[config.mk]
export PLATFORM = sky130hd
export DESIGN_NAME = hci_subsys_top
export DESIGN_NICKNAME = d
export VERILOG_FILES = /design/src/hw/hci_arb_pkg.sv /design/src/hw/hci_bus_pkg.sv /design/src/hw/hci_ctrl.sv /design/src/hw/hci_mux_ooo.sv /design/src/hw/hci_resp_queue.sv /design/src/hw/hci_sram_bank.sv /design/src/hw/hci_subsys_top.sv
export SDC_FILE = /design/constraint.sdc
export NUM_CORES = 2
export LEC_CHECK = 0
export ABC_CLOCK_PERIOD_IN_PS = 14400
export BUFFER_PORTS_ARGS = -buffer_cell sky130_fd_sc_hd__buf_2
export CAP_MARGIN = 10
export CORE_MARGIN = 1
export CORE_UTILIZATION = 35
export CTS_CLUSTER_DIAMETER = 60
export DETAILED_ROUTE_END_ITERATION = 10
export GPL_TIMING_DRIVEN = 0
export SYNTH_ARGS = -nofsm -noshare
export SYNTH_HDL_FRONTEND = slang
export SYNTH_HIERARCHICAL = 1
export SYNTH_SLANG_ARGS = --single-unit
[constraint.sdc]
create_clock -name clk_i -period 14.4 [get_ports clk_i]
set_input_delay 3.6 -clock clk_i [delete_from_list [all_inputs] [get_ports clk_i]]
set_output_delay 3.6 -clock clk_i [all_outputs]
set_load 0.02 [all_outputs]
[src/hw/hci_arb_pkg.sv]
/*
  controller states and arbitration modes of the multiplexer
*/
`default_nettype none

package hci_arb_pkg;

  // admission controller states
  typedef enum logic [1:0] {
    // grants allowed while the queue has room
    st_run     = 2'd0,
    // no grants, wait for outstanding responses
    st_drain   = 2'd1,
    // one cycle to reset the round-robin counter
    st_restart = 2'd2
  } ctrl_state_e;

  // how channel priorities are formed
  typedef enum logic {
    arb_rr     = 1'b0,
    arb_forced = 1'b1
  } arb_mode_e;

endpackage

`default_nettype wire

[src/hw/hci_bus_pkg.sv]
/*
  bus widths and response opcodes shared by every block of the subsystem
  data_w must be a multiple of 8, addresses count whole words
*/
`default_nettype none

package hci_bus_pkg;

  // word address, wide enough for any bank size used here
  localparam int unsigned addr_w = 32;

  // one data word
  localparam int unsigned data_w = 32;

  // one enable per byte lane
  localparam int unsigned be_w = data_w / 8;

  // response opcode returned with every request, read or write
  typedef enum logic {
    // access done on an existing word
    resp_ok  = 1'b0,
    // address at or beyond the end of the bank
    resp_err = 1'b1
  } resp_opc_e;

endpackage

`default_nettype wire

[src/hw/hci_ctrl.sv]
/*
  admission and flush control for the shared bank
  outstanding responses never exceed QUEUE_DEPTH, so the queue cannot overflow
  clear is ignored while a flush is already running
*/
`default_nettype none

module hci_ctrl #(
  parameter int unsigned QUEUE_DEPTH = 4
) (
  input  logic clk_i,
  input  logic rst_ni,
  input  logic clear,
  input  logic mem_req,
  input  logic q_valid,
  input  logic q_ready,
  output logic mem_gnt,
  output logic rr_clear,
  output logic busy
);

  localparam int unsigned CNT_W = $clog2(QUEUE_DEPTH + 1);

  hci_arb_pkg::ctrl_state_e state_q;
  hci_arb_pkg::ctrl_state_e state_d;
  logic [CNT_W-1:0]         out_cnt_q;
  logic                     grant;
  logic                     pop;

  // request accepted by the bank and response taken by a channel
  assign grant = mem_req && mem_gnt;
  assign pop   = q_valid && q_ready;

  // admission only while running and with room for one more response
  assign mem_gnt = (state_q == hci_arb_pkg::st_run) && (out_cnt_q < CNT_W'(QUEUE_DEPTH));

  assign rr_clear = (state_q == hci_arb_pkg::st_restart);
  assign busy     = (state_q != hci_arb_pkg::st_run);

  // responses in flight, in the bank stage or waiting in the queue
  always_ff @(posedge clk_i or negedge rst_ni) begin
    if (!rst_ni) begin
      out_cnt_q <= '0;
    end else if (grant && !pop) begin
      out_cnt_q <= out_cnt_q + 1'b1;
    end else if (pop && !grant) begin
      out_cnt_q <= out_cnt_q - 1'b1;
    end
  end

  always_comb begin
    state_d = state_q;
    case (state_q)
      hci_arb_pkg::st_run: begin
        if (clear) begin
          state_d = hci_arb_pkg::st_drain;
        end
      end
      // wait until every granted request has been answered
      hci_arb_pkg::st_drain: begin
        if (out_cnt_q == '0) begin
          state_d = hci_arb_pkg::st_restart;
        end
      end
      // rr_clear is high for exactly this cycle
      hci_arb_pkg::st_restart: begin
        state_d = hci_arb_pkg::st_run;
      end
      default: begin
        state_d = hci_arb_pkg::st_run;
      end
    endcase
  end

  always_ff @(posedge clk_i or negedge rst_ni) begin
    if (!rst_ni) begin
      state_q <= hci_arb_pkg::st_run;
    end else begin
      state_q <= state_d;
    end
  end

endmodule

`default_nettype wire

[src/hw/hci_mux_ooo.sv]
/*
  N-to-1 request arbiter tagging each grant with the source channel as ID
  NB_CHAN must be at least 2, equal forced priorities go to the lower index
  responses are routed back by ID, so the bank side must echo mem_id unchanged
*/
`default_nettype none

module hci_mux_ooo #(
  parameter  int unsigned NB_CHAN = 4,
  localparam int unsigned ID_W    = $clog2(NB_CHAN)
) (
  input  logic                                          clk_i,
  input  logic                                          rst_ni,
  input  logic                                          rr_clear,
  input  logic                                          priority_force,
  input  logic [NB_CHAN-1:0][ID_W-1:0]                  priority_vec,
  // channel requests
  input  logic [NB_CHAN-1:0]                            ch_req,
  input  logic [NB_CHAN-1:0][hci_bus_pkg::addr_w-1:0]   ch_add,
  input  logic [NB_CHAN-1:0]                            ch_wen,
  input  logic [NB_CHAN-1:0][hci_bus_pkg::data_w-1:0]   ch_data,
  input  logic [NB_CHAN-1:0][hci_bus_pkg::be_w-1:0]     ch_be,
  input  logic [NB_CHAN-1:0]                            ch_r_ready,
  // channel responses
  output logic [NB_CHAN-1:0]                            ch_gnt,
  output logic [NB_CHAN-1:0]                            ch_r_valid,
  output logic [NB_CHAN-1:0][hci_bus_pkg::data_w-1:0]   ch_r_data,
  output hci_bus_pkg::resp_opc_e [NB_CHAN-1:0]          ch_r_opc,
  // bank side
  output logic                                          mem_req,
  output logic [hci_bus_pkg::addr_w-1:0]                mem_add,
  output logic                                          mem_wen,
  output logic [hci_bus_pkg::data_w-1:0]                mem_data,
  output logic [hci_bus_pkg::be_w-1:0]                  mem_be,
  output logic [ID_W-1:0]                               mem_id,
  input  logic                                          mem_gnt,
  // response queue head
  input  logic                                          q_valid,
  input  logic [hci_bus_pkg::data_w-1:0]                q_data,
  input  hci_bus_pkg::resp_opc_e                        q_opc,
  input  logic [ID_W-1:0]                               q_id,
  output logic                                          q_ready
);

  hci_arb_pkg::arb_mode_e       arb_mode;
  logic [ID_W-1:0]              rr_cnt_q;
  logic [NB_CHAN-1:0][ID_W-1:0] chan_prio;
  logic [ID_W-1:0]              winner;

  assign arb_mode = priority_force ? hci_arb_pkg::arb_forced : hci_arb_pkg::arb_rr;

  // rotating base, one step per accepted request
  always_ff @(posedge clk_i or negedge rst_ni) begin
    if (!rst_ni) begin
      rr_cnt_q <= '0;
    end else if (rr_clear) begin
      rr_cnt_q <= '0;
    end else if (mem_req && mem_gnt) begin
      if (rr_cnt_q == ID_W'(NB_CHAN - 1)) begin
        rr_cnt_q <= '0;
      end else begin
        rr_cnt_q <= rr_cnt_q + 1'b1;
      end
    end
  end

  for (genvar i = 0; i < NB_CHAN; i++) begin : g_chan
    // arb_rr gives (counter + i) mod NB_CHAN, arb_forced takes the external value
    assign chan_prio[i] = (arb_mode == hci_arb_pkg::arb_forced) ? priority_vec[i]
                        : ID_W'((int'(rr_cnt_q) + i) % NB_CHAN);

    assign ch_gnt[i] = (winner == ID_W'(i)) && ch_req[i] && mem_gnt;

    // response goes only to the channel named by the queue head
    assign ch_r_valid[i] = q_valid && (q_id == ID_W'(i));
    assign ch_r_data[i]  = q_data;
    assign ch_r_opc[i]   = q_opc;
  end

  // highest priority among the requesters wins
  always_comb begin : wta_comb
    logic            found;
    logic [ID_W-1:0] best;
    found  = 1'b0;
    best   = '0;
    winner = '0;
    for (int i = 0; i < NB_CHAN; i++) begin
      if (ch_req[i] && (!found || chan_prio[i] > best)) begin
        found  = 1'b1;
        best   = chan_prio[i];
        winner = ID_W'(i);
      end
    end
  end

  // forward the winner, its index travels as the ID
  assign mem_req  = |ch_req;
  assign mem_add  = ch_add[winner];
  assign mem_wen  = ch_wen[winner];
  assign mem_data = ch_data[winner];
  assign mem_be   = ch_be[winner];
  assign mem_id   = winner;

  // the head only leaves when its own channel takes it
  assign q_ready = ch_r_ready[q_id];

endmodule

`default_nettype wire

[src/hw/hci_resp_queue.sv]
/*
  response FIFO between bank and multiplexer, one push per bank answer
  QUEUE_DEPTH must be at least 2, pushes on a full queue are not checked here
  admission in the controller keeps the level within QUEUE_DEPTH
*/
`default_nettype none

module hci_resp_queue #(
  parameter  int unsigned QUEUE_DEPTH = 4,
  parameter  int unsigned NB_CHAN     = 4,
  localparam int unsigned ID_W        = $clog2(NB_CHAN)
) (
  input  logic                           clk_i,
  input  logic                           rst_ni,
  input  logic                           bank_valid,
  input  logic [hci_bus_pkg::data_w-1:0] bank_data,
  input  hci_bus_pkg::resp_opc_e         bank_opc,
  input  logic [ID_W-1:0]                bank_id,
  input  logic                           q_ready,
  output logic                           q_valid,
  output logic [hci_bus_pkg::data_w-1:0] q_data,
  output hci_bus_pkg::resp_opc_e         q_opc,
  output logic [ID_W-1:0]                q_id
);

  localparam int unsigned PTR_W = $clog2(QUEUE_DEPTH);
  localparam int unsigned LVL_W = $clog2(QUEUE_DEPTH + 1);

  logic [hci_bus_pkg::data_w-1:0] data_mem [QUEUE_DEPTH];
  hci_bus_pkg::resp_opc_e         opc_mem  [QUEUE_DEPTH];
  logic [ID_W-1:0]                id_mem   [QUEUE_DEPTH];

  logic [PTR_W-1:0] wr_ptr_q;
  logic [PTR_W-1:0] rd_ptr_q;
  logic [LVL_W-1:0] level_q;
  logic             push;
  logic             pop;

  // wraps at QUEUE_DEPTH, also for depths that are not a power of two
  function automatic logic [PTR_W-1:0] ptr_inc(input logic [PTR_W-1:0] ptr);
    if (ptr == PTR_W'(QUEUE_DEPTH - 1)) begin
      return '0;
    end
    return ptr + 1'b1;
  endfunction

  assign push = bank_valid;
  assign pop  = q_valid && q_ready;

  // head is visible the cycle after its push
  assign q_valid = (level_q != '0);
  assign q_data  = data_mem[rd_ptr_q];
  assign q_opc   = opc_mem[rd_ptr_q];
  assign q_id    = id_mem[rd_ptr_q];

  // storage, no reset
  always_ff @(posedge clk_i) begin
    if (push) begin
      data_mem[wr_ptr_q] <= bank_data;
      opc_mem[wr_ptr_q]  <= bank_opc;
      id_mem[wr_ptr_q]   <= bank_id;
    end
  end

  always_ff @(posedge clk_i or negedge rst_ni) begin
    if (!rst_ni) begin
      wr_ptr_q <= '0;
      rd_ptr_q <= '0;
      level_q  <= '0;
    end else begin
      if (push) begin
        wr_ptr_q <= ptr_inc(wr_ptr_q);
      end
      if (pop) begin
        rd_ptr_q <= ptr_inc(rd_ptr_q);
      end
      // level moves only when exactly one side is active
      if (push && !pop) begin
        level_q <= level_q + 1'b1;
      end else if (pop && !push) begin
        level_q <= level_q - 1'b1;
      end
    end
  end

endmodule

`default_nettype wire

[src/hw/hci_sram_bank.sv]
/*
  single-port word memory answering every grant one cycle later
  the ID comes back unchanged; writes answer with zero data
  addresses at or above BANK_WORDS answer resp_err and leave memory untouched
*/
`default_nettype none

module hci_sram_bank #(
  parameter  int unsigned BANK_WORDS = 64,
  parameter  int unsigned NB_CHAN    = 4,
  localparam int unsigned ID_W       = $clog2(NB_CHAN)
) (
  input  logic                           clk_i,
  input  logic                           rst_ni,
  input  logic                           mem_req,
  input  logic                           mem_gnt,
  input  logic [hci_bus_pkg::addr_w-1:0] mem_add,
  input  logic                           mem_wen,
  input  logic [hci_bus_pkg::data_w-1:0] mem_data,
  input  logic [hci_bus_pkg::be_w-1:0]   mem_be,
  input  logic [ID_W-1:0]                mem_id,
  output logic                           bank_valid,
  output logic [hci_bus_pkg::data_w-1:0] bank_data,
  output hci_bus_pkg::resp_opc_e         bank_opc,
  output logic [ID_W-1:0]                bank_id
);

  localparam int unsigned IDX_W = $clog2(BANK_WORDS);

  logic [hci_bus_pkg::data_w-1:0] mem_q [BANK_WORDS];
  logic                           access;
  logic                           in_range;
  logic [IDX_W-1:0]               idx;

  assign access   = mem_req && mem_gnt;
  assign in_range = (mem_add < hci_bus_pkg::addr_w'(BANK_WORDS));
  assign idx      = mem_add[IDX_W-1:0];

  // array and response payload, acted on at the grant edge
  always_ff @(posedge clk_i) begin
    if (access) begin
      // wen low is a write, only enabled byte lanes change
      if (in_range && !mem_wen) begin
        for (int b = 0; b < hci_bus_pkg::be_w; b++) begin
          if (mem_be[b]) begin
            mem_q[idx][8*b +: 8] <= mem_data[8*b +: 8];
          end
        end
      end
      bank_data <= (in_range && mem_wen) ? mem_q[idx] : '0;
      bank_opc  <= in_range ? hci_bus_pkg::resp_ok : hci_bus_pkg::resp_err;
      bank_id   <= mem_id;
    end
  end

  // push strobe toward the response queue
  always_ff @(posedge clk_i or negedge rst_ni) begin
    if (!rst_ni) begin
      bank_valid <= 1'b0;
    end else begin
      bank_valid <= access;
    end
  end

endmodule

`default_nettype wire

[src/hw/hci_subsys_top.sv]
/*
  NB_CHAN initiators sharing one memory bank through an out-of-order multiplexer
  NB_CHAN and QUEUE_DEPTH must be at least 2; responses of one channel stay in order
  a stalled queue head blocks the responses of every channel behind it
*/
`default_nettype none

module hci_subsys_top #(
  parameter  int unsigned NB_CHAN     = 4,
  parameter  int unsigned QUEUE_DEPTH = 4,
  parameter  int unsigned BANK_WORDS  = 64,
  localparam int unsigned ID_W        = $clog2(NB_CHAN)
) (
  input  logic                                          clk_i,
  input  logic                                          rst_ni,
  input  logic                                          clear,
  input  logic                                          priority_force,
  input  logic [NB_CHAN-1:0][ID_W-1:0]                  priority_vec,
  input  logic [NB_CHAN-1:0]                            ch_req,
  input  logic [NB_CHAN-1:0][hci_bus_pkg::addr_w-1:0]   ch_add,
  input  logic [NB_CHAN-1:0]                            ch_wen,
  input  logic [NB_CHAN-1:0][hci_bus_pkg::data_w-1:0]   ch_data,
  input  logic [NB_CHAN-1:0][hci_bus_pkg::be_w-1:0]     ch_be,
  input  logic [NB_CHAN-1:0]                            ch_r_ready,
  output logic [NB_CHAN-1:0]                            ch_gnt,
  output logic [NB_CHAN-1:0]                            ch_r_valid,
  output logic [NB_CHAN-1:0][hci_bus_pkg::data_w-1:0]   ch_r_data,
  output hci_bus_pkg::resp_opc_e [NB_CHAN-1:0]          ch_r_opc,
  output logic                                          busy
);

  // request path into the bank
  logic                           mem_req;
  logic                           mem_gnt;
  logic [hci_bus_pkg::addr_w-1:0] mem_add;
  logic                           mem_wen;
  logic [hci_bus_pkg::data_w-1:0] mem_data;
  logic [hci_bus_pkg::be_w-1:0]   mem_be;
  logic [ID_W-1:0]                mem_id;
  logic                           rr_clear;

  // bank answers, one cycle after grant
  logic                           bank_valid;
  logic [hci_bus_pkg::data_w-1:0] bank_data;
  hci_bus_pkg::resp_opc_e         bank_opc;
  logic [ID_W-1:0]                bank_id;

  // queue head toward the channels
  logic                           q_valid;
  logic                           q_ready;
  logic [hci_bus_pkg::data_w-1:0] q_data;
  hci_bus_pkg::resp_opc_e         q_opc;
  logic [ID_W-1:0]                q_id;

  hci_ctrl #(
    .QUEUE_DEPTH (QUEUE_DEPTH)
  ) i_ctrl (
    .clk_i, .rst_ni, .clear, .mem_req, .q_valid, .q_ready,
    .mem_gnt, .rr_clear, .busy
  );

  hci_mux_ooo #(
    .NB_CHAN (NB_CHAN)
  ) i_mux (
    .clk_i, .rst_ni, .rr_clear, .priority_force, .priority_vec,
    .ch_req, .ch_add, .ch_wen, .ch_data, .ch_be, .ch_r_ready,
    .ch_gnt, .ch_r_valid, .ch_r_data, .ch_r_opc,
    .mem_req, .mem_add, .mem_wen, .mem_data, .mem_be, .mem_id, .mem_gnt,
    .q_valid, .q_data, .q_opc, .q_id, .q_ready
  );

  hci_resp_queue #(
    .QUEUE_DEPTH (QUEUE_DEPTH),
    .NB_CHAN     (NB_CHAN)
  ) i_resp_queue (
    .clk_i, .rst_ni, .bank_valid, .bank_data, .bank_opc, .bank_id, .q_ready,
    .q_valid, .q_data, .q_opc, .q_id
  );

  hci_sram_bank #(
    .BANK_WORDS (BANK_WORDS),
    .NB_CHAN    (NB_CHAN)
  ) i_bank (
    .clk_i, .rst_ni, .mem_req, .mem_gnt, .mem_add, .mem_wen, .mem_data, .mem_be, .mem_id,
    .bank_valid, .bank_data, .bank_opc, .bank_id
  );

endmodule

`default_nettype wire

-- Word level (Yosys, flattened, before mapping)
Memories as Yosys holds them, arrays and structs flattened. A register that Yosys moved wholly into a read port is not among the register bits.
Cells that the tools add are included.
- input bits: 296
- RAM bits: 2188
- output and inout bits: 141
- bits in registers: 18
- memories kept: 4
- memories (memory ; depth ; width ; read ports ; clocked after Yosys merged registers in ; wr ports ; line ; text):
    i_bank.mem_q ; 64 ; 32 ; 1 ; 1 ; 1 ; hci_sram_bank.sv:30 ; logic [hci_bus_pkg::data_w-1:0] mem_q [BANK_WORDS];
    i_resp_queue.data_mem ; 4 ; 32 ; 1 ; 0 ; 1 ; hci_resp_queue.sv:29 ; logic [hci_bus_pkg::data_w-1:0] data_mem [QUEUE_DEPTH];
    i_resp_queue.id_mem ; 4 ; 2 ; 1 ; 0 ; 1 ; hci_resp_queue.sv:31 ; logic [ID_W-1:0] id_mem [QUEUE_DEPTH];
    i_resp_queue.opc_mem ; 4 ; 1 ; 1 ; 0 ; 1 ; hci_resp_queue.sv:30 ; hci_bus_pkg::resp_opc_e opc_mem [QUEUE_DEPTH];
- multiplexer cells: 61
- $add $sub $neg: 10
- equality and inequality tests: 13
- $lt $le $gt $ge: 7
- reductions and logical operators: 46
- operator list (operator ; number):
    binary-select mux 32 bit (select 2 bit) ; 2
    2-to-1 mux 32 bit ; 2
    2-to-1 mux 2 bit ; 18
    less-than comparator 32 x 7 -> 1 bit (second input constant) ; 1
    2-to-1 mux 1 bit ; 30
    logical AND 1 bit ; 24
    == test 2 bit (second input constant) ; 8
    2-to-1 mux 3 bit ; 4
    adder 2 x 1 -> 2 bit (second input constant) ; 4
    binary-select mux 4 bit (select 2 bit) ; 1
    zero test 1 bit ; 8
    nonzero test 2 bit ; 4
    adder 3 x 1 -> 3 bit (second input constant) ; 2
    == test 2 x 1 -> 1 bit (second input constant) ; 3
    > comparator 2 bit ; 3
    zero test 2 bit ; 3
    less-than comparator 2 x 3 -> 1 bit (second input constant) ; 2
    subtractor 3 x 1 -> 3 bit (second input constant) ; 2
    adder 2 bit (second input constant) ; 2
    binary-select mux 1 bit (select 2 bit) ; 2
    2-to-1 mux 4 bit ; 1
    case mux 2 bit (2 select lines) ; 1
    OR reduction 4 bit ; 1
    zero test 3 bit ; 1
    6 further kinds ; 8

-- Longest topological paths before layout
- depth after elaboration: 22
- mapped depth: 35

-- Hierarchy
Netlist, hierarchy kept.
- by module, submodules not included (module ; cells each ; instances ; area an instance (µm²) ; sequential area each (µm²)):
    hci_sram_bank ; 4190 ; 1 ; 79875.4 ; 62575.0
    hci_resp_queue ; 219 ; 1 ; 5522.8 ; 4379.2
    hci_mux_ooo ; 438 ; 1 ; 3362.0 ; 50.0
    hci_ctrl ; 24 ; 1 ; 269.0 ; 125.1

-- Worst setup path before layout
OpenSTA, ideal clock, no wires.
- kind: input port to output port
- from: input port priority_force
- to: output port ch_gnt[0]
- stages: 25
- buffers on the path: 5
- arrival: 7786 ps
- path slack: 3014 ps
- cell sequence: buf_6 -> nor2b_1 -> a21oi_1 -> nor2_1 -> ha_1 -> nor2_1 -> a21oi_2 -> a21oi_2 -> buf_6 -> mux2i_1 -> inv_1 -> ha_1 -> o211ai_1 -> o311ai_4 -> nand2_1 -> o21ai_0 -> ha_1 -> nor2b_1 -> o211a_1 -> a21o_1 -> buf_2 -> nand2b_1 -> buf_2 -> buf_2 -> nor4_2
- cells in the longest elaborated chain, start to end: 18
- elaborated cells on any way between the ends: 27
- those cells by class: order compare (3); mux (13); reduce/logical (11)
- ends and longest elaborated chain (what ; line ; text):
    from (decl) ; hci_subsys_top.sv:17 ; input logic priority_force,
    2-to-1 mux 1 bit * ; hci_mux_ooo.sv:50 ; assign arb_mode = priority_force ? hci_arb_pkg::arb_forced : hci_arb_pkg::arb_rr;
    2-to-1 mux 2 bit ; hci_mux_ooo.sv:69 ; assign chan_prio[i] = (arb_mode == hci_arb_pkg::arb_forced) ? priority_vec[i]
    2-to-1 mux 2 bit ; hci_mux_ooo.sv:88 ; if (ch_req[i] && (!found || chan_prio[i] > best)) begin
    > comparator 2 bit ; hci_mux_ooo.sv:88 ;
    logical OR 1 bit ; hci_mux_ooo.sv:88 ;
    logical AND 1 bit ; hci_mux_ooo.sv:88 ;
    2-to-1 mux 2 bit / 2-to-1 mux 1 bit (equally long branches) ; hci_mux_ooo.sv:88 ;
    > comparator 2 bit / zero test 1 bit (equally long branches) ; hci_mux_ooo.sv:88 ;
    [... 2 more ...] ; n/a ;
    2-to-1 mux 2 bit / 2-to-1 mux 1 bit (equally long branches) ; hci_mux_ooo.sv:88 ;
    > comparator 2 bit / zero test 1 bit (equally long branches) ; hci_mux_ooo.sv:88 ;
    logical OR 1 bit ; hci_mux_ooo.sv:88 ;
    logical AND 1 bit ; hci_mux_ooo.sv:88 ;
    2-to-1 mux 2 bit * ; hci_mux_ooo.sv:88 ;
    net mem_id[1] ; hci_subsys_top.sv:39 ; logic [ID_W-1:0] mem_id;
    zero test 2 bit * ; hci_mux_ooo.sv:72 ; assign ch_gnt[i] = (winner == ID_W'(i)) && ch_req[i] && mem_gnt;
    logical AND 1 bit * (2 in a row) ; hci_mux_ooo.sv:72 ;
    to (decl) ; hci_subsys_top.sv:25 ; output logic [NB_CHAN-1:0] ch_gnt,
Mark *: on every way through the listed nets, which the timed path passes. The rest lies on a longest branch.

-- Final worst setup path
- from: input port priority_force
- to: memory i_bank/mem_q[21][30] in the netlist's numbering, enable pin
- cells in the longest elaborated chain, start to end: 22
- elaborated cells on any way between the ends: 37
- those cells by class: order compare (4); mux (23); reduce/logical (10)
- ends and longest elaborated chain (what ; line ; text):
    2-to-1 mux 1 bit * ; hci_mux_ooo.sv:50 ;
    2-to-1 mux 2 bit ; hci_mux_ooo.sv:69 ;
    2-to-1 mux 2 bit ; hci_mux_ooo.sv:88 ;
    > comparator 2 bit ; hci_mux_ooo.sv:88 ;
    logical OR 1 bit ; hci_mux_ooo.sv:88 ;
    logical AND 1 bit ; hci_mux_ooo.sv:88 ;
    2-to-1 mux 2 bit / 2-to-1 mux 1 bit (equally long branches) ; hci_mux_ooo.sv:88 ;
    > comparator 2 bit / zero test 1 bit (equally long branches) ; hci_mux_ooo.sv:88 ;
    [... 7 more ...] ; n/a ;
    binary-select mux 32 bit (select 2 bit) * ; hci_mux_ooo.sv:98 ; assign mem_add = ch_add[winner];
    2-to-1 mux 32 bit (implied by the code) * ; hci_mux_ooo.sv:98 ;
    net mem_add (one bit) ; hci_subsys_top.sv:35 ; logic [hci_bus_pkg::addr_w-1:0] mem_add;
    less-than comparator 32 x 7 -> 1 bit * ; hci_sram_bank.sv:36 ; assign in_range = (mem_add < hci_bus_pkg::addr_w'(BANK_WORDS));
    logical AND 1 bit * ; hci_sram_bank.sv:43 ; if (in_range && !mem_wen) begin
    2-to-1 mux 1 bit * ; hci_sram_bank.sv:43 ;
    2-to-1 mux 1 bit * ; hci_sram_bank.sv:41 ; if (access) begin
    2-to-1 mux 1 bit (implied by the code) * ; hci_sram_bank.sv:46 ; mem_q[idx][8*b +: 8] <= mem_data[8*b +: 8];
    to (decl) ; hci_sram_bank.sv:30 ;
Mark *: on every way through the listed nets, which the timed path passes. The rest lies on a longest branch. The select of a mux whose other input is x is not followed.

==> results.yml <==
place:
  place_ws_ns: 1.34
  place_inst: 8720
  hpwl_um: 196000
  routabilityCongestion: 0.937
  placed_area_um2: 97100
  portBuffers: 436
power_and_ir_drop:
  total_power_mw: 24.0
  ir_drop_mv: 0.143
  power.density_nw_per_um2: 230
  cellLeakagePower_nw: 33.7
synthesis:
  avgSynthCellArea_um2: 18.3
  synth.area.mux_share_pct: 11.2
  yosysMostFrequentCell: "edfxtp_1"
  async_flop_share_pct: 0.670
  synthTopCellsByArea: "edfxtp_1 75%, mux4_2 7.1%, mux2i_1 3.7%, a22oi_1 3.5%, o22ai_1 1.7%"
  synth_top_family_by_area: "multiplexers"
  yosys.area_share.simple_pct: 3.07
  synthTopCellsByCount: "2,223 x edfxtp_1, 411 x a22oi_1, 326 x mux2i_1"
  yosysUniqueCellTypes: 70
  ys_seq_area_share_pct: 75.4
  synth.net_count: 5182
  synth_top_area_cell: "edfxtp_1"
  ys_warn_count: 6
  synth_adder_area_share_pct: 0.228
  synth-edff-count: 2223
  yosys.area.top_type_share_pct: 75.0
  synth_cells: 4871
  ys.flop_type: "edfxtp_1"
  syn_area_um2: 89000
  synth_compound_area_share_pct: 6.92
  synth_xor_area_share_pct: 0.0590
  synth-seq-cells: 2238
timing:
  period_minus_slack_ns: 12.55
  setup_viol: 0
  fmax_ghz: 0.0797
  rsz0062_at_grt: "no"
  setup_slack_ns: 1.85
  skew_ns: 0.0425
  tightest_slew_ns: 1.28
  slew_violations: 0
  relSlewSlack_pct: 14.2
  post-route-period-util_pct: 87.1
  finalSetupTns_ns: 0
  finalHoldViolations: 0
  hold_slack_ns: 0.479
routing:
  viasPerCell: 5.59
  wire_per_inst_um: 29.8
  dr_total_vias: 51056
  routed_wl_um: 272000
  postRouteAntennaNets: 0
  drc: 0
  drtIter0Drc: 6728
  first_pass_iters: 6
cells_and_area:
  area_growth_pct: 16.8
  fin_nets: 5904
  final_util_pct: 41.2
  drive_gt1_share_pct: 25.4
  final_design_area_no_fill_um2: 104000
  fin_cells: 9130
floorplanning:
  fp.dieH_um: 506
  die-area_um2: 256000
  coreArea_um2: 252000
  start_util_pct: 35.3
  dieWidth_um: 506
  num_io_pins: 437
  rows: 184
run:
  max_cap_violations: 0
clock_network:
  cts_made_buffers: 218
  cts_setup_buffers: 0
  cts_tree: "yes"
  clkTransAtPathRegs_ns: 0.06
  clockBufferDepth: 3
  htree_levels: 4
  clock-root-buffer: "clkbuf_16"
  postCtsHoldBufs: 0
  cts_resized: 0
  clock_sinks: 2238
  clock_latency_ns: 0.87
grt:
  antenna_found_initial: 21
  overflow: 0
  grt_pass1_vias: 49573
  grt_pass1_wl_um: 376000
  grt_max_degree: 41
  grt_usage_pct: 20.7
worst_setup_path:
  cpMostUsedCell: "buf_2"
  cp_max_fo: 10
  worstSetupEndpointType: "flop"
  worstSetupStartpointType: "input pin"
  arrival_ns: 13.01
  cp_slowest_stage_delay_ns: 0.97
  cp_slowest_cell: "nor2_1"
  crit_type: "input pin to flop"
  required_ns: 14.86
run_status:
  outcome: "complete, no violations"
min_path:
  min_path_type: "flop to flop"
cells by family (layout without fill, tap and decap cells):
| family | after synthesis | after routing |
|---|---|---|
| flip-flops | 2238 | 2238 |
| AO/OA/AOI/OAI | 900 | 900 |
| multiplexers | 628 | 628 |
| AND/OR/NAND/NOR | 618 | 618 |
| buffers and inverters | 466 | 1373 |
| adder cells (fa/ha/maj) | 15 | 15 |
| XOR/XNOR | 6 | 6 |
| other | 0 | 4 |
final timing paths:
check / end / from / slack (ns) / cells after the start
max: i_bank/mem_q[21][30] / priority_force / 1.85 / 32
min: i_resp_queue/level_q[2] / i_resp_queue/level_q[2] / 0.48 / 1
max reg2reg: i_bank/mem_q[21][30] / i_mux/rr_cnt_q[0] / 4.40 / 30
min reg2reg: i_resp_queue/level_q[2] / i_resp_queue/level_q[2] / 0.48 / 1
max in group asynchronous: i_resp_queue/rd_ptr_q[1] / rst_ni / 11.40 / 1
min in group asynchronous: i_resp_queue/wr_ptr_q[0] / rst_ni / 2.69 / 1
worst max-delay path, delay by kind of cell:
| kind | cells | cell delay [ns] |
|---|---|---|
| AOI/OAI and AO/OA | 9 | 1.31 |
| adders and majority gates | 3 | 0.82 |
| buffers and inverters | 10 | 3.78 |
| muxes | 1 | 0.29 |
| and+or+nand+nor | 9 | 3.14 |
sequential cells by signal, indices dropped and copies added, names as in the netlist, 3 cells and up:
register               flops
i_resp_queue/data_mem    128
i_bank/bank_data          32
i_resp_queue/opc_mem       4
i_bank/mem_q            2048
i_resp_queue/level_q       3
i_resp_queue/id_mem        8
i_ctrl/out_cnt_q           3
final cells by class:
class | count | area, um^2
clock buffer | 284 | 5860
timing repair buffer | 502 | 3570
buffer | 455 | 2760
tap | 3348 | 4190
inverter | 11 | 41.3
fill | 22417 | 148000
antenna | 4 | 10.0
multi-input combinational | 2167 | 19500
clock inverter | 121 | 928
sequential | 2238 | 67100
layout by cell type (no fill, tap or decap), types with 8 or more instances in the layout:
master / Yosys / layout
nor2_1: 307 / 305
o21ai_0: 12 / 12
clkinv_2: 0 / 42
dfrtp_1: 15 / 15
buf_12: 10 / 62
a22o_1: 32 / 32
o21ai_4: 0 / 32
edfxtp_1: 2223 / 2223
mux4_2: 281 / 281
clkbuf_1: 129 / 186
mux2_2: 13 / 13
nand3_1: 33 / 33
clkinv_1: 0 / 52
buf_4: 157 / 157
a21oi_1: 69 / 69
buf_16: 0 / 11
nand2_1: 170 / 170
o22ai_1: 243 / 243
a221oi_1: 11 / 11
buf_1: 16 / 16
mux2i_1: 326 / 326
o21ai_1: 69 / 37
ha_1: 13 / 13
and2_1: 13 / 8
clkbuf_16: 0 / 224
buf_2: 123 / 559
inv_1: 11 / 11
buf_6: 20 / 21
bufinv_16: 0 / 13
inv_6: 0 / 8
a22oi_1: 411 / 411
or4_1: 28 / 28
nor2b_1: 8 / 8
a31oi_1: 29 / 29
report_power, final:
group	total (mW)	leakage [nW]	switching [mW]	internal (mW)
registers	8.51	20.3	0.0496	8.46
clock network	5.48	3.34	2.39	3.09
logic	9.97	10.1	6.73	3.24
routing by layer:
metal / up-vias / global-route usage (%) / share of wire, %
li1: 21230 / - / -
met1: 26527 / 27.7 / 39
met2: 2786 / 32.8 / 46
met3: 499 / 4.47 / 9.8
met4: 14 / 8.62 / 4.5
met5: - / 0 / 0.044
Power figures use the tool's default switching activity.
